<file path="config.mk">
export PLATFORM = sky130hd
export DESIGN_NAME = if_stage
export DESIGN_NICKNAME = d
export VERILOG_FILES = /design/src/source/if_pkg.sv /design/src/source/fetch_target_mux.sv /design/src/source/fetch_unit.sv /design/src/source/if_id_reg.sv /design/src/source/if_stage.sv /design/src/source/pc_seq_check.sv
export SDC_FILE = /design/constraint.sdc
export NUM_CORES = 1
export LEC_CHECK = 0
export BUFFER_PORTS_ARGS = -buffer_cell sky130_fd_sc_hd__buf_2
export CAP_MARGIN = 20
export CORE_UTILIZATION = 48
export CTS_CLUSTER_DIAMETER = 100
export DETAILED_ROUTE_END_ITERATION = 8
export GPL_ROUTABILITY_DRIVEN = 0
export PLACE_DENSITY = 0.75
export SLEW_MARGIN = 20
export SYNTH_ARGS = -nofsm -noshare
export SYNTH_HDL_FRONTEND = slang
export SYNTH_SLANG_ARGS = --single-unit
</file>
<file path="constraint.sdc">
create_clock -name clk_i -period 3.05 [get_ports clk_i]
set_input_delay 0.1525 -clock clk_i [delete_from_list [all_inputs] [get_ports clk_i]]
set_output_delay 0.1525 -clock clk_i [all_outputs]
set_load 0.01 [all_outputs]
</file>
<file path="src/source/if_pkg.sv">
// shared types and fixed addresses of the instruction fetch stage
// instructions are 32 bit and word aligned, no compressed support
// boot and mtvec bases are assumed aligned to 256 bytes

`default_nettype none

package if_pkg;

  //////////////////////////////////////////////////
  // data types
  //////////////////////////////////////////////////

  // byte address
  typedef logic [31:0] addr_t;
  // one instruction word
  typedef logic [31:0] instr_t;
  // vectored interrupt index
  typedef logic [4:0]  irq_vec_t;

  // redirect source selected by the core
  typedef enum logic [1:0] {
    PC_BOOT,
    PC_JUMP,
    PC_EXC,
    PC_ERET
  } pc_sel_e;

  // kind of exception target
  typedef enum logic [1:0] {
    EXC_PC_EXC,
    EXC_PC_IRQ,
    EXC_PC_DBG
  } exc_pc_sel_e;

  //////////////////////////////////////////////////
  // fixed addresses and constants
  //////////////////////////////////////////////////

  // debug module halt entry
  localparam addr_t       DM_HALT_ADDR = 32'h1A11_0800;
  // boot entry inside the boot page
  localparam logic [7:0]  BOOT_OFFSET  = 8'h80;
  // low bits ignored in boot and mtvec bases
  localparam int unsigned VEC_BASE_LSB = 8;
  // sequential pc step
  localparam addr_t       INSTR_BYTES  = 32'd4;

endpackage

`default_nettype wire

</file>
<file path="src/source/fetch_target_mux.sv">
// redirect address selection, purely combinational
// the result is always word aligned, bits [1:0] are forced to zero
// unknown selector codes fall back to the boot target

`timescale 1ns/1ps
`default_nettype none

module fetch_target_mux (
  input  var if_pkg::pc_sel_e     pc_sel_i,
  input  var if_pkg::exc_pc_sel_e exc_pc_sel_i,
  input  var if_pkg::irq_vec_t    irq_vec_i,
  input  var if_pkg::addr_t       boot_addr_i,
  input  var if_pkg::addr_t       branch_target_i,
  input  var if_pkg::addr_t       csr_mtvec_i,
  input  var if_pkg::addr_t       csr_mepc_i,
  output var if_pkg::addr_t       target_o
);

  // boot entry inside the boot page
  if_pkg::addr_t boot_pc;
  // trap handler address
  if_pkg::addr_t exc_pc;
  // selected address before alignment
  if_pkg::addr_t sel_pc;

  assign boot_pc = {boot_addr_i[31:if_pkg::VEC_BASE_LSB], if_pkg::BOOT_OFFSET};

  //////////////////////////////////////////////////
  // exception vector
  //////////////////////////////////////////////////

  always_comb begin
    unique case (exc_pc_sel_i)
      // base of the mtvec table
      if_pkg::EXC_PC_EXC: exc_pc = {csr_mtvec_i[31:if_pkg::VEC_BASE_LSB],
                                    {if_pkg::VEC_BASE_LSB{1'b0}}};
      // vectored mode, one word per interrupt line
      if_pkg::EXC_PC_IRQ: exc_pc = {csr_mtvec_i[31:if_pkg::VEC_BASE_LSB], 1'b0,
                                    irq_vec_i, 2'b00};
      if_pkg::EXC_PC_DBG: exc_pc = if_pkg::DM_HALT_ADDR;
      default:            exc_pc = {csr_mtvec_i[31:if_pkg::VEC_BASE_LSB],
                                    {if_pkg::VEC_BASE_LSB{1'b0}}};
    endcase
  end

  //////////////////////////////////////////////////
  // redirect target
  //////////////////////////////////////////////////

  always_comb begin
    unique case (pc_sel_i)
      if_pkg::PC_BOOT: sel_pc = boot_pc;
      if_pkg::PC_JUMP: sel_pc = branch_target_i;
      if_pkg::PC_EXC:  sel_pc = exc_pc;
      // return from trap
      if_pkg::PC_ERET: sel_pc = csr_mepc_i;
      default:         sel_pc = boot_pc;
    endcase
  end

  // word alignment
  assign target_o = {sel_pc[31:2], 2'b00};

endmodule

`default_nettype wire

</file>
<file path="src/source/fetch_unit.sv">
// single word fetch over a four-phase req/ack handshake
// one buffered word, no prefetch; a redirect drops the word on offer
// a cancelled handshake still completes before the new target is requested

`timescale 1ns/1ps
`default_nettype none

module fetch_unit (
  input  var logic          clk_i,
  input  var logic          rst_ni,
  input  var logic          req_i,
  input  var logic          pc_set_i,
  input  var if_pkg::addr_t target_i,
  input  var logic          id_ready_i,
  output var logic          mem_req_o,
  output var if_pkg::addr_t mem_addr_o,
  input  var logic          mem_ack_i,
  input  var if_pkg::instr_t mem_rdata_i,
  input  var logic          mem_err_i,
  output var logic          fetch_valid_o,
  output var if_pkg::instr_t fetch_rdata_o,
  output var if_pkg::addr_t fetch_addr_o,
  output var logic          fetch_err_o,
  output var logic          busy_o
);

  typedef enum logic [1:0] {
    IDLE,
    REQ,
    WAIT_ACK_LOW,
    FULL
  } fetch_state_e;

  fetch_state_e   state_q, state_d;
  // address of the word in flight or on offer
  if_pkg::addr_t  addr_q, addr_d;
  // fetch pc, remembers a redirect during a handshake
  if_pkg::addr_t  pc_q, pc_d;
  logic           pc_valid_q, pc_valid_d;
  // handshake in flight was cancelled by a redirect
  logic           discard_q, discard_d;
  if_pkg::instr_t rdata_q;
  logic           err_q;
  logic           capture;

  //////////////////////////////////////////////////
  // next state
  //////////////////////////////////////////////////

  always_comb begin
    state_d    = state_q;
    addr_d     = addr_q;
    pc_d       = pc_q;
    discard_d  = discard_q;
    pc_valid_d = pc_valid_q | pc_set_i;
    capture    = 1'b0;
    if (pc_set_i) begin
      pc_d = target_i;
    end
    unique case (state_q)
      IDLE: begin
        if (pc_set_i) begin
          addr_d = target_i;
        end
        // nothing to fetch until a first pc is loaded
        if (req_i && (pc_set_i || pc_valid_q)) begin
          state_d = REQ;
        end
      end
      REQ: begin
        if (pc_set_i) begin
          discard_d = 1'b1;
        end
        if (mem_ack_i) begin
          capture = ~(discard_q | pc_set_i);
          state_d = WAIT_ACK_LOW;
        end
      end
      WAIT_ACK_LOW: begin
        if (pc_set_i) begin
          discard_d = 1'b1;
        end
        // phase 4 done, ack seen low
        if (!mem_ack_i) begin
          discard_d = 1'b0;
          if (discard_q || pc_set_i) begin
            // drop the word and go for the redirect target
            addr_d  = pc_d;
            state_d = req_i ? REQ : IDLE;
          end else begin
            state_d = FULL;
          end
        end
      end
      FULL: begin
        if (pc_set_i) begin
          addr_d  = target_i;
          state_d = req_i ? REQ : IDLE;
        end else if (id_ready_i) begin
          addr_d  = addr_q + if_pkg::INSTR_BYTES;
          pc_d    = addr_d;
          state_d = req_i ? REQ : IDLE;
        end
      end
      default: state_d = IDLE;
    endcase
  end

  always_ff @(posedge clk_i or negedge rst_ni) begin
    if (!rst_ni) begin
      state_q    <= IDLE;
      addr_q     <= '0;
      pc_q       <= '0;
      pc_valid_q <= 1'b0;
      discard_q  <= 1'b0;
      rdata_q    <= '0;
      err_q      <= 1'b0;
    end else begin
      state_q    <= state_d;
      addr_q     <= addr_d;
      pc_q       <= pc_d;
      pc_valid_q <= pc_valid_d;
      discard_q  <= discard_d;
      if (capture) begin
        rdata_q <= mem_rdata_i;
        err_q   <= mem_err_i;
      end
    end
  end

  //////////////////////////////////////////////////
  // outputs
  //////////////////////////////////////////////////

  assign mem_req_o     = (state_q == REQ);
  assign mem_addr_o    = addr_q;
  // a redirect squashes the word on offer
  assign fetch_valid_o = (state_q == FULL) & ~pc_set_i;
  assign fetch_rdata_o = rdata_q;
  assign fetch_addr_o  = addr_q;
  assign fetch_err_o   = err_q;
  assign busy_o        = (state_q == REQ) | (state_q == WAIT_ACK_LOW);

endmodule

`default_nettype wire

</file>
<file path="src/source/if_id_reg.sv">
// IF-ID pipeline registers with valid and new flags
// valid is held until cleared, new is a one cycle pulse per accepted word

`timescale 1ns/1ps
`default_nettype none

module if_id_reg (
  input  var logic           clk_i,
  input  var logic           rst_ni,
  input  var logic           fetch_valid_i,
  input  var if_pkg::instr_t fetch_rdata_i,
  input  var if_pkg::addr_t  fetch_addr_i,
  input  var logic           fetch_err_i,
  input  var logic           id_ready_i,
  input  var logic           instr_valid_clear_i,
  output var logic           accept_o,
  output var logic           instr_valid_id_o,
  output var logic           instr_new_id_o,
  output var if_pkg::instr_t instr_rdata_id_o,
  output var logic           instr_fetch_err_o,
  output var if_pkg::addr_t  pc_id_o
);

  logic accept;

  // word moves into ID when offered and ID is ready
  assign accept   = fetch_valid_i & id_ready_i;
  assign accept_o = accept;

  //////////////////////////////////////////////////
  // flags and payload
  //////////////////////////////////////////////////

  always_ff @(posedge clk_i or negedge rst_ni) begin
    if (!rst_ni) begin
      instr_valid_id_o  <= 1'b0;
      instr_new_id_o    <= 1'b0;
      instr_rdata_id_o  <= '0;
      instr_fetch_err_o <= 1'b0;
      pc_id_o           <= '0;
    end else begin
      // a new word wins over a clear in the same cycle
      instr_valid_id_o <= accept | (instr_valid_id_o & ~instr_valid_clear_i);
      instr_new_id_o   <= accept;
      if (accept) begin
        instr_rdata_id_o  <= fetch_rdata_i;
        instr_fetch_err_o <= fetch_err_i;
        pc_id_o           <= fetch_addr_i;
      end
    end
  end

endmodule

`default_nettype wire

</file>
<file path="src/source/if_stage.sv">
// instruction fetch stage top, target mux -> fetch unit -> IF-ID register
// the pc sequence check sits beside the IF-ID register
// boot_addr_i and csr_mtvec_i low bytes are ignored

`timescale 1ns/1ps
`default_nettype none

module if_stage (
  input  var logic                clk_i,
  input  var logic                rst_ni,
  input  var logic                req_i,
  input  var if_pkg::addr_t       boot_addr_i,
  input  var logic                pc_set_i,
  input  var if_pkg::pc_sel_e     pc_sel_i,
  input  var if_pkg::exc_pc_sel_e exc_pc_sel_i,
  input  var if_pkg::irq_vec_t    irq_vec_i,
  input  var if_pkg::addr_t       branch_target_i,
  input  var if_pkg::addr_t       csr_mtvec_i,
  input  var if_pkg::addr_t       csr_mepc_i,
  input  var logic                id_ready_i,
  input  var logic                instr_valid_clear_i,
  // instruction memory, four-phase req/ack
  output var logic                mem_req_o,
  output var if_pkg::addr_t       mem_addr_o,
  input  var logic                mem_ack_i,
  input  var if_pkg::instr_t      mem_rdata_i,
  input  var logic                mem_err_i,
  // towards ID
  output var logic                instr_valid_id_o,
  output var logic                instr_new_id_o,
  output var if_pkg::instr_t      instr_rdata_id_o,
  output var logic                instr_fetch_err_o,
  output var if_pkg::addr_t       pc_id_o,
  output var if_pkg::addr_t       pc_if_o,
  output var logic                csr_mtvec_init_o,
  output var logic                pc_mismatch_alert_o,
  output var logic                if_busy_o
);

  if_pkg::addr_t  target;
  logic           fetch_valid;
  if_pkg::instr_t fetch_rdata;
  if_pkg::addr_t  fetch_addr;
  logic           fetch_err;
  logic           accept;

  fetch_target_mux u_target_mux (
    .pc_sel_i        (pc_sel_i),
    .exc_pc_sel_i    (exc_pc_sel_i),
    .irq_vec_i       (irq_vec_i),
    .boot_addr_i     (boot_addr_i),
    .branch_target_i (branch_target_i),
    .csr_mtvec_i     (csr_mtvec_i),
    .csr_mepc_i      (csr_mepc_i),
    .target_o        (target)
  );

  // ready comes from the IF-ID acceptance
  fetch_unit u_fetch_unit (
    .clk_i (clk_i), .rst_ni (rst_ni), .req_i (req_i),
    .pc_set_i (pc_set_i), .target_i (target), .id_ready_i (accept),
    .mem_req_o (mem_req_o), .mem_addr_o (mem_addr_o), .mem_ack_i (mem_ack_i),
    .mem_rdata_i (mem_rdata_i), .mem_err_i (mem_err_i),
    .fetch_valid_o (fetch_valid), .fetch_rdata_o (fetch_rdata),
    .fetch_addr_o (fetch_addr), .fetch_err_o (fetch_err), .busy_o (if_busy_o)
  );

  if_id_reg u_if_id_reg (
    .clk_i (clk_i), .rst_ni (rst_ni), .fetch_valid_i (fetch_valid),
    .fetch_rdata_i (fetch_rdata), .fetch_addr_i (fetch_addr), .fetch_err_i (fetch_err),
    .id_ready_i (id_ready_i), .instr_valid_clear_i (instr_valid_clear_i),
    .accept_o (accept), .instr_valid_id_o (instr_valid_id_o),
    .instr_new_id_o (instr_new_id_o), .instr_rdata_id_o (instr_rdata_id_o),
    .instr_fetch_err_o (instr_fetch_err_o), .pc_id_o (pc_id_o)
  );

  pc_seq_check u_pc_seq_check (
    .clk_i (clk_i), .rst_ni (rst_ni), .accept_i (accept), .pc_set_i (pc_set_i),
    .fetch_err_i (fetch_err), .pc_if_i (fetch_addr), .pc_id_i (pc_id_o),
    .pc_mismatch_alert_o (pc_mismatch_alert_o)
  );

  assign pc_if_o = fetch_addr;
  // mtvec gets its reset value on boot
  assign csr_mtvec_init_o = pc_set_i & (pc_sel_i == if_pkg::PC_BOOT);

endmodule

`default_nettype wire

</file>
<file path="src/source/pc_seq_check.sv">
// control flow check, sequential pcs must step by one word
// the check pauses after any redirect or fetch error until the next accept

`timescale 1ns/1ps
`default_nettype none

module pc_seq_check (
  input  var logic          clk_i,
  input  var logic          rst_ni,
  input  var logic          accept_i,
  input  var logic          pc_set_i,
  input  var logic          fetch_err_i,
  input  var if_pkg::addr_t pc_if_i,
  input  var if_pkg::addr_t pc_id_i,
  output var logic          pc_mismatch_alert_o
);

  // previous instruction was sequential
  logic          prev_seq_q;
  // expected IF pc
  if_pkg::addr_t pc_next;

  always_ff @(posedge clk_i or negedge rst_ni) begin
    if (!rst_ni) begin
      prev_seq_q <= 1'b0;
    end else begin
      prev_seq_q <= (prev_seq_q | accept_i) & ~pc_set_i & ~fetch_err_i;
    end
  end

  assign pc_next = pc_id_i + if_pkg::INSTR_BYTES;

  // combinational from the registered state
  assign pc_mismatch_alert_o = prev_seq_q & (pc_if_i != pc_next);

endmodule

`default_nettype wire
</file>
==> flow_metrics.env, run 1 <==
export IMPL_synth_edff_count=0
export IMPL_synth_xor_area_share_pct=5.17
export IMPL_hold_class="in2reg"
export IMPL_antenna_found_initial=0
export IMPL_fp_dieW_microns=146
export IMPL_skew_ps=8.32
export IMPL_wl_per_cell_microns=17.3
export IMPL_ir_worst_vdd_mv=0.492
export IMPL_ys_seq_area_share_pct=42.3
export IMPL_rsz0062_at_grt="yes"
export IMPL_drv_cap=0
export IMPL_powerDensity_nw_per_um2=934
export IMPL_p_comb_share_pct=46.0
export IMPL_synth_flop_cell="dfrtp_1"
export IMPL_diodes=0
export IMPL_max_freq_ghz=0.331
export IMPL_critPathArrivalTime_ps=2870
export IMPL_drtIter0Drc=855
export IMPL_clkPwrFrac_pct=18.1
export IMPL_synth_warning_count=0
export IMPL_cts_buffers=17
export IMPL_synthMuxAreaShare_pct=7.92
export IMPL_numPortBuffers=291
export IMPL_utilization_pct=61.8
export IMPL_core_sq_um=20400
export IMPL_grt_ovfl_total=0
export IMPL_finalHoldViolCount=0
export IMPL_drt_vias_per_instance=5.63
export IMPL_syn_cell_area_sq_um=10000
export IMPL_grt_pass1_vias=8721
export IMPL_p_sw_share_pct=43.5
export IMPL_drc=0
export IMPL_synth_cells=1116
export IMPL_clockBufferDepth=2
export IMPL_dp_hpwl_mm=20.2
export IMPL_synthDistinctLibCells=70
export IMPL_clk_pin_slew_ps=80
export IMPL_tightest_slew_ps=807
export IMPL_grt_use_total_pct=26.8
export IMPL_syn_to_final_growth_pct=25.8
export IMPL_slew_headroom_pct=46.2
export IMPL_ant_nets=0
export IMPL_fin_crit_sh_pct=99.2
export IMPL_worstSkewPairLatency_ps=440
export IMPL_synth_compound_area_share_pct=18.8
export IMPL_synth_top_family_by_area="compound AO/OA/AOI/OAI gates"
export IMPL_initial_core_util_pct=49.1
export IMPL_drt_total_wl_mm=28.9
export IMPL_synth_net_count=1301
export IMPL_cp_end_kind="output pin"
export IMPL_htreeDepth=4
export IMPL_cts_tree="done"
export IMPL_dr_pass1_iters=8
export IMPL_status="completed"
export IMPL_reg2reg_slack_ps=560
export IMPL_synth_fa_ha_area_share_pct=1.00
export IMPL_maxSlewViolCount=0
export IMPL_worst_hold_slack_ps=16.5
export IMPL_yosys_area_share_simple_pct=18.3
export IMPL_path_class="reg2out"
export IMPL_required_ps=2900
export IMPL_grt_start_max_net_pins=70
export IMPL_power_leakage_nw=5.96
export IMPL_period_needed_ps=3030
export IMPL_ys_ff_latch=169
export IMPL_fp_row_count=52
export IMPL_p_sw_w=0.00512
export IMPL_fp_dieArea_sq_um=21400
export IMPL_chipHeight_microns=146
export IMPL_drive_gt1_share_pct=32.9
export IMPL_start_kind="flip-flop"
export IMPL_cts_root_buf="clkbuf_16"
export IMPL_crit_fanout=6
export IMPL_setup_viol=0
export IMPL_pin_count=312
export IMPL_routed_via_count=9410
export IMPL_seqPwrFrac_pct=35.9
export IMPL_grt_pass1_wl_mm=45.3
export IMPL_fin_nets=1573
export IMPL_syn_area_per_cell_sq_um=8.96
export IMPL_intPower_w=0.00664
export IMPL_cts_sinks=169
export IMPL_async_flop_share_pct=100
[flip-flops by register name, indices dropped and copies added (netlist names)]
name / flops
u_fetch_unit.pc_q: 32
u_fetch_unit.fetch_err_o: 1
u_if_id_reg.instr_new_id_o: 1
u_if_id_reg.instr_fetch_err_o: 1
u_if_id_reg.pc_id_o: 32
u_fetch_unit.discard_q: 1
u_pc_seq_check.prev_seq_q: 1
u_fetch_unit.fetch_rdata_o: 32
u_if_id_reg.instr_valid_id_o: 1
u_fetch_unit.pc_valid_q: 1
u_fetch_unit.state_q: 2
u_fetch_unit.fetch_addr_o: 32
u_if_id_reg.instr_rdata_id_o: 32
[critical path, cell delays in order (launching register included)]
cell       delay [ps]
dfrtp_2           450
ha_4              250
xor2_1            160
nor4_2            360
o2111ai_1         200
a21oi_1           160
nand4_1           150
a2111oi_2         320
a41oi_1           200
buf_2             180
[metrics by stage]
step                      worst slack, ps  total power, W  instance area [sq um]  instances  TNS, ps
final                                24.5          0.0118                  12600       1671        0
after global routing                -78.0          0.0125                  12600       1671    -78.0
after CTS                            6.46          0.0116                  12500       1657        0
after detailed placement              238         0.00932                  11500       1588        0
after global placement                332         0.00915                  11500       1588        0
after floorplan                       620         0.00763                  10000       1116        0
[cells in the final DEF (no fill, tap or decap), types with 6 or more instances in the layout]
cell type and n:
a221o_1 6, a221oi_1 13, mux2_2 53, nand4_1 14, a21o_1 8, xnor2_1 38, nor3_1 11, nor2_1 51
inv_1 27, dfrtp_2 13, buf_2 290, inv_8 6, dfrtp_1 156, nand2_1 212, a31oi_1 15, and3_1 18
clkbuf_16 17, nand3_1 14, a22oi_1 28, a21oi_1 77, nor4_1 6, dlygate4sd3_1 35, buf_4 36, o22a_1 11
o221ai_1 6, o21ai_0 61, a211oi_1 24, ha_1 7, a22o_1 6, mux4_2 6, xor2_1 21, nor2b_1 22
[synth_stat cells, types with 22 or more instances]
library cell  count  share of area [%]
nor2_1           52                2.0
nor2b_1          22                1.4
o21ai_0          62                3.1
xnor2_1          38                3.3
inv_1            28                1.1
a21oi_1          77                3.9
clkbuf_1         62                2.3
mux2_2           53                6.0
a22oi_1          28                2.1
nand2_1         214                8.0
buf_4            32                2.4
a211oi_1         24                1.8
dfrtp_1         169                 42
[power groups by stage]
stage                     Sequential (W)  Combinational (W)  Clock (W)
after floorplan                  0.00410            0.00353          0
after global placement           0.00415            0.00500          0
final                            0.00422            0.00541    0.00213
after global routing             0.00435            0.00592    0.00223
after detailed placement         0.00422            0.00511          0
after CTS                        0.00420            0.00520    0.00216
[layer usage]
metal / vias up / track usage, % / wire length, microns
li1: 4472 / - / -
met1: 4478 / 36.4 / 12600
met2: 409 / 44.3 / 13900
met3: 51 / 3.97 / 1760
met4: 0 / 8.44 / 640
met5: - / 0 / 0
[area by class of cell]
type / instances / area (sq um)
Fill cell: 1687 / 7780
Multi-Input combinational cell: 807 / 5180
Sequential cell: 169 / 4250
Timing Repair Buffer: 365 / 2140
Clock buffer: 18 / 429
Tap cell: 270 / 338
Clock inverter: 14 / 144
Inverter: 28 / 105
[cell families after synthesis]
family                     Yosys count
AOI/OAI and AO/OA                  286
xor gates and xnor gates            59
adders and majority gates            8
buffers and inverters              140
DFF                                169
muxes                               65
and+or+nand+nor                    389
[timing repair]
action                                  4_1_cts  5_1_grt
hold buffers                                 35        0
endpoints found under the hold margin        82        0
pin swaps                                     3        7
resized for setup                            14       12
endpoints found under the setup margin        1        1
buffers inserted                              2       14
[worst paths after layout]
kind	from	to	depth (start not counted)
hold reg to reg	u_fetch_unit.pc_valid_q	u_fetch_unit.pc_valid_q	1
min in group asynchronous	rst_ni	u_fetch_unit.pc_q[7]	2
max in group asynchronous	rst_ni	u_fetch_unit.fetch_rdata_o[18]	3
setup / recovery	u_if_id_reg.pc_id_o[3]	pc_mismatch_alert_o	9
hold / removal	pc_set_i	u_fetch_unit.pc_valid_q	2
setup reg to reg	u_fetch_unit.fetch_addr_o[3]	u_fetch_unit.pc_q[30]	7
Note: power is estimated with default switching activity, not from simulation.
==> run 2: changes to the inputs <==
--- a/config.mk
+++ b/config.mk
@@ -7,6 +7,7 @@
 export LEC_CHECK = 0
 export BUFFER_PORTS_ARGS = -buffer_cell sky130_fd_sc_hd__buf_2
 export CAP_MARGIN = 20
+export CORE_MARGIN = 2
 export CORE_UTILIZATION = 48
 export CTS_CLUSTER_DIAMETER = 100
 export DETAILED_ROUTE_END_ITERATION = 8
==> constraint.sdc (replaced) <==
create_clock -name clk_i -period 3.6 [get_ports clk_i]
set_input_delay 0.18 -clock clk_i [delete_from_list [all_inputs] [get_ports clk_i]]
set_output_delay 0.18 -clock clk_i [all_outputs]
set_load 0.01 [all_outputs]
==> run 2 against run 1 <==
Final cell count fell by 1.5%. Sequential share of layout area rose by 0.58 points. Core utilization down 1.3 points. Wire length rose by 0.41%. Sequential power is 13% lower. Cell area fell by 2.1%. Total power shrank 17%. Via count decreased by 0.29%. Worst setup slack better by 220 ps. Clock skew rose by 6.4 ps. Global-route usage shrank 0.45 points. Register-to-register slack improved by 480 ps.
==> flow_metrics.env, run 2 (synthesis results as in run 1) <==
export IMPL_hold_end="u_fetch_unit.discard_q"
export IMPL_maxSlewViolCount=0
export IMPL_drc=0
export IMPL_skew_ps=14.8
export IMPL_powerDensity_nw_per_um2=789
export IMPL_max_freq_ghz=0.298
export IMPL_routed_via_count=9383
export IMPL_start_kind="flip-flop"
export IMPL_crit_buf_inv=1
export IMPL_fp_row_count=52
export IMPL_critPathSlowestCell="dfrtp_1"
export IMPL_period_needed_ps=3360
export IMPL_hold_class="in2reg"
export IMPL_fp_dieW_microns=148
export IMPL_pin_count=312
export IMPL_cts_tree="done"
export IMPL_wl_per_cell_microns=17.6
export IMPL_placed_area_sq_um=11400
export IMPL_rsz0062_at_grt="no"
export IMPL_r2r_cells=8
export IMPL_fp_dieArea_sq_um=22000
export IMPL_ant_nets=0
export IMPL_htreeDepth=4
export IMPL_diodes=0
export IMPL_antenna_found_initial=0
export IMPL_clk_pin_slew_ps=80
export IMPL_path_class="reg2out"
export IMPL_reg2reg_slack_ps=1040
export IMPL_grt_start_max_net_pins=98
export IMPL_crit_fanout=10
export IMPL_hp_start="mem_ack_i"
export IMPL_required_ps=3420
export IMPL_finalHoldViolCount=0
export IMPL_worstSkewPairLatency_ps=440
export IMPL_drive_gt1_share_pct=30.2
export IMPL_numPortBuffers=291
export IMPL_drv_cap=0
export IMPL_layout_common_cells="290 x buf_2, 213 x nand2_1, 169 x dfrtp_1"
export IMPL_cpPeakStageDelay_ps=530
export IMPL_core_sq_um=20400
export IMPL_cts_root_buf="clkbuf_16"
export IMPL_critical_path_top_delay_family="simple AND/OR/NAND/NOR gates"
export IMPL_drt_vias_per_instance=5.70
export IMPL_power_leakage_nw=5.85
export IMPL_status="completed"
export IMPL_dp_hpwl_mm=20.3
export IMPL_initial_core_util_pct=49.1
export IMPL_dr_pass1_iters=5
export IMPL_final_common_cell="buf_2"
export IMPL_dp_cells=1579
export IMPL_finalPower_w=0.00973
export IMPL_cts_buffers=17
export IMPL_crit_chain="nand4_1 -> nor4_4 -> and4bb_2 -> mux2_2 -> o21ai_0 -> a2111oi_2 -> a41oi_1 -> buf_2"
export IMPL_critPathArrivalTime_ps=3180
export IMPL_grt_use_total_pct=26.4
export IMPL_final_instance_count_excl_fill=1646
export IMPL_cp_end_kind="output pin"
export IMPL_hold_path_depth=3
export IMPL_r2r_end="u_if_id_reg.instr_rdata_id_o[11]"
export IMPL_slew_headroom_pct=34.3
export IMPL_tightest_slew_ps=983
export IMPL_drtIter0Drc=618
export IMPL_r2r_start="u_fetch_unit.state_q[0]"
export IMPL_grt_pass1_wl_mm=45.9
export IMPL_cts_sinks=169
export IMPL_n_fill_cell=1746
export IMPL_chipHeight_microns=148
export IMPL_drt_total_wl_mm=29.0
export IMPL_fin_crit_sh_pct=93.3
export IMPL_fin_nets=1548
export IMPL_fin_setup_tns_ps=0
export IMPL_post_cts_buffers=0
export IMPL_setup_viol=0
export IMPL_clockBufferDepth=2
export IMPL_grt_ovfl_total=0
export IMPL_ir_worst_vdd_mv=0.450
export IMPL_grt_pass1_vias=8894
export IMPL_postLayoutCellArea_sq_um=12300
export IMPL_syn_to_final_growth_pct=23.3
[run 2: timing repair]
item,4_1_cts,5_1_grt
hold buffers,35,0
hold endpoints to repair,106,0
resized for setup,0,0
[run 2: worst max path at each step]
| stage | startpoint | endpoint | cells past startpoint |
|---|---|---|---|
| finish | u_if_id_reg.pc_id_o[4] | pc_mismatch_alert_o | 8 |
| global route | u_if_id_reg.pc_id_o[2] | pc_mismatch_alert_o | 9 |
| CTS | u_if_id_reg.pc_id_o[2] | pc_mismatch_alert_o | 9 |
| detailed placement | u_if_id_reg.pc_id_o[4] | pc_mismatch_alert_o | 8 |
| global placement | u_if_id_reg.pc_id_o[2] | pc_mismatch_alert_o | 9 |
| floorplan | u_if_id_reg.pc_id_o[2] | pc_mismatch_alert_o | 8 |
[run 2: metrics by stage]
| step | hold slack [ps] | worst slack, ps | util [%] |
|---|---|---|---|
| 6_report | 35.6 | 243 | 60.5 |
| 5_1_grt | 55.8 | 22.6 | 60.5 |
| 4_1_cts | 30.1 | 268 | 60.5 |
| 3_5_place_dp | 251 | 779 | 55.9 |
| 3_3_place_gp | 247 | 824 | 55.9 |
| 2_1_floorplan | -116 | 1140 | - |
[run 2: final cells by class]
cell class	count	area [sq um]	area share, %
multi-input combinational	807	5130	41.6
sequential	169	4230	34.3
clock inverter	15	175	1.42
inverter	28	105	0.852
clock buffer	17	425	3.45
timing repair buffer	340	1930	15.7
tap	270	338	2.74
[run 2: routing by layer]
layer / track usage, % / share of wire [%] / vias up / wire length [microns]
met1: 35.3 / 42 / 4503 / 12300
met3: 3.96 / 6.7 / 47 / 1950
met5: 0 / 0 / - / 0
met4: 9.62 / 2.4 / 0 / 684
li1: - / - / 4428 / -
met2: 43.8 / 49 / 405 / 14100
[run 2: power by group]
group / internal (W) / total (W) / leakage [nW] / switching (W)
sequential: 0.00264 / 0.00367 / 2.11 / 0.00104
clock: 0.000939 / 0.00184 / 0.294 / 0.000898
combinational: 0.00187 / 0.00422 / 3.45 / 0.00235
[run 2: worst min-delay path, delay by kind of cell]
family	cells	cell delay, ps
buffers and inverters	2	180
AOI/OAI and AO/OA	1	80
==> run 3: changes to the inputs <==
--- a/config.mk
+++ b/config.mk
@@ -12,8 +12,11 @@
 export CTS_CLUSTER_DIAMETER = 100
 export DETAILED_ROUTE_END_ITERATION = 8
 export GPL_ROUTABILITY_DRIVEN = 0
-export PLACE_DENSITY = 0.75
+export GPL_TIMING_DRIVEN = 0
+export HOLD_SLACK_MARGIN = 0.15
+export PLACE_DENSITY = 0.74
 export SLEW_MARGIN = 20
 export SYNTH_ARGS = -nofsm -noshare
 export SYNTH_HDL_FRONTEND = slang
+export SYNTH_HIERARCHICAL = 1
 export SYNTH_SLANG_ARGS = --single-unit
==> run 3 against run 2 <==
Area after synthesis rose by 5.6%. Clock skew about the same. Non-clock buffer count increased by 89. Clock power about the same. Wire length rose by 12%. Cell area is 8.9% higher. Total power up 2.7%. Final cell count up 1.2%.
==> flow_metrics.env, run 3 <==
export IMPL_cp_end_kind="output pin"
export IMPL_finalHoldViolCount=0
export IMPL_ys_ff_latch=169
export IMPL_cpPeakStageDelay_ps=490
export IMPL_crit_chain="ha_1 -> nand2_1 -> or4_1 -> buf_2 -> or3b_4 -> xor2_1 -> mux2i_1 -> o22a_2 -> o41a_1 -> buf_2"
export IMPL_synth_edff_count=0
export IMPL_cts_tree="done"
export IMPL_fin_setup_tns_ps=0
export IMPL_fp_row_count=54
export IMPL_maxSlewViolCount=0
export IMPL_final_common_cell="buf_2"
export IMPL_ys_seq_area_share_pct=40.1
export IMPL_setup_ws_ps=149
export IMPL_rsz0062_at_grt="no"
export IMPL_drv_cap=0
export IMPL_grt_use_total_pct=27.8
export IMPL_core_sq_um=21700
export IMPL_chipHeight_microns=152
export IMPL_hold_class="in2reg"
export IMPL_syn_to_final_growth_pct=27.2
export IMPL_pre_cts_ws_ps=530
export IMPL_yosysMostFrequentCell="dfrtp_1"
export IMPL_grt_pass1_vias=9496
export IMPL_skew_ps=14.5
export IMPL_tightest_slew_ps=994
export IMPL_synth_cells=1022
export IMPL_synth_area_top_cells="dfrtp_1 40%, mux2_2 9.8%, mux2_4 5.0%"
export IMPL_fp_dieW_microns=152
export IMPL_drc=0
export IMPL_crit_top_cell="buf_2"
export IMPL_hold_path_depth=4
export IMPL_dp_hpwl_mm=23.9
export IMPL_htreeDepth=4
export IMPL_crit_fanout=6
export IMPL_post_cts_buffers=0
export IMPL_clk_pin_slew_ps=80
export IMPL_synth_common_cells="169 x dfrtp_1, 92 x mux2_2, 76 x o21ai_0"
export IMPL_antenna_found_initial=0
export IMPL_synth_warning_count=6
export IMPL_synth_flop_cell="dfrtp_1"
export IMPL_syn_area_per_cell_sq_um=10.3
export IMPL_worstSkewPairLatency_ps=430
export IMPL_status="completed"
export IMPL_fin_crit_sh_pct=95.9
export IMPL_cts_sinks=169
export IMPL_ir_worst_vdd_mv=0.530
export IMPL_diodes=0
export IMPL_setup_viol=0
export IMPL_max_freq_ghz=0.290
export IMPL_synth_top_cell_area_share_pct=40.1
export IMPL_routed_via_count=9579
export IMPL_n_fill_cell=1775
export IMPL_powerDensity_nw_per_um2=744
export IMPL_async_flop_share_pct=100
export IMPL_synthDistinctLibCells=75
export IMPL_grt_ovfl_total=0
export IMPL_path_class="reg2out"
export IMPL_critPathArrivalTime_ps=3270
export IMPL_period_needed_ps=3450
export IMPL_r2r_cells=11
export IMPL_grt_start_max_net_pins=59
export IMPL_start_kind="flip-flop"
export IMPL_yosysTopAreaCell="dfrtp_1"
export IMPL_critPathSlowestCell="or4_1"
export IMPL_finalPower_w=0.0100
export IMPL_wl_per_cell_microns=19.6
export IMPL_fp_dieArea_sq_um=23200
export IMPL_dr_pass1_iters=5
export IMPL_cts_buffers=17
export IMPL_drt_total_wl_mm=32.6
export IMPL_drt_vias_per_instance=5.75
export IMPL_numPortBuffers=291
export IMPL_pin_count=312
export IMPL_cts_root_buf="clkbuf_16"
export IMPL_slew_headroom_pct=33.1
export IMPL_fin_nets=1558
export IMPL_drtIter0Drc=748
export IMPL_initial_core_util_pct=48.7
export IMPL_worst_hold_slack_ps=230
export IMPL_clockBufferDepth=2
export IMPL_required_ps=3420
export IMPL_layout_common_cells="300 x buf_2, 166 x dfrtp_1, 92 x mux2_2"
export IMPL_drive_gt1_share_pct=39.6
export IMPL_utilization_pct=61.9
export IMPL_power_leakage_nw=6.33
export IMPL_syn_cell_area_sq_um=10600
export IMPL_reg2reg_slack_ps=390
export IMPL_grt_pass1_wl_mm=51.6
export IMPL_ant_nets=0
==> run 3: changes by cell type in the layout (fill, tap and decap cells not counted), moves of 14 or more <==
| cell | change |
|---|---|
| mux2_4 | +35 |
| nand2_1 | -161 |
| buf_4 | +25 |
| mux2i_1 | +19 |
| clkbuf_1 | +33 |
| mux2_2 | +39 |
| a22oi_1 | -18 |
| nand3_1 | +26 |
| a21oi_1 | -40 |
| a211oi_1 | -24 |
| o21ai_0 | +14 |
==> run 3: report_power, final <==
group	leakage (nW)	switching, W	total, W	internal (W)
Sequential	2.12	0.00109	0.00373	0.00264
Clock	0.294	0.000900	0.00185	0.000948
Combinational	3.91	0.00221	0.00442	0.00220
==> run 3: final timing paths <==
path | start | endpoint
max in group asynchronous | rst_ni | u_fetch_unit/pc_q[30]
min reg2reg | u_fetch_unit/pc_valid_q | u_fetch_unit/pc_valid_q
min in group asynchronous | rst_ni | u_if_id_reg/instr_valid_id_o
min | boot_addr_i[31] | u_fetch_unit/pc_q[31]
max reg2reg | u_fetch_unit/state_q[1] | u_fetch_unit/fetch_addr_o[29]
max | u_if_id_reg/pc_id_o[2] | pc_mismatch_alert_o
==> run 3: cell type report <==
cell class | instances | area (sq um) | share of cell area (%)
buffer | 98 | 664 | 4.95
sequential | 169 | 4230 | 31.5
multi-input combinational | 735 | 5600 | 41.7
tap | 280 | 350 | 2.61
clock buffer | 18 | 429 | 3.20
inverter | 21 | 78.8 | 0.587
clock inverter | 14 | 178 | 1.32
timing repair buffer | 331 | 1900 | 14.2
==> run 3: cell families after synthesis <==
kind of cell,after synthesis,share of synthesized area [%]
AO/OA/AOI/OAI,224,13.9
buffers and inverters,119,7.04
AND/OR/NAND/NOR,283,15.4
other,1,0.0355
adder cells (fa/ha/maj),8,0.948
XOR/XNOR,66,5.47
multiplexers,152,17.2
flip-flops,169,40.1
==> run 3: per-stage QoR <==
step / cell area [sq um] / std cells
floorplan: 10600 / 1023
global placement: 12400 / 1594
detailed placement: 12400 / 1596
CTS: 13400 / 1666
global route: 13400 / 1666
finish: 13400 / 1666
==> run 3: worst max-delay path: cells and delay by family, from the launching register on <==
| kind | cells | cell delay, ps |
|---|---|---|
| and+or+nand+nor | 3 | 1000 |
| buffers and inverters | 2 | 350 |
| muxes | 1 | 90 |
| AOI/OAI and AO/OA | 2 | 600 |
| DFF | 1 | 430 |
| xor gates and xnor gates | 1 | 140 |
| adders and majority gates | 1 | 240 |
==> run 3: routing by layer <==
metal | global-route usage (%) | vias to the layer above | wire length [microns]
li1 | - | 4409 | -
met1 | 36.4 | 4655 | 13500
met2 | 46.7 | 447 | 16000
met3 | 4.89 | 68 | 2190
met4 | 9.35 | 0 | 940
met5 | 0 | - | 0
==> run 3: repair_timing <==
action	CTS	global route
endpoints found under the hold margin	206	0
resized for setup	0	5
endpoints found under the setup margin	0	1
hold buffers	38	0
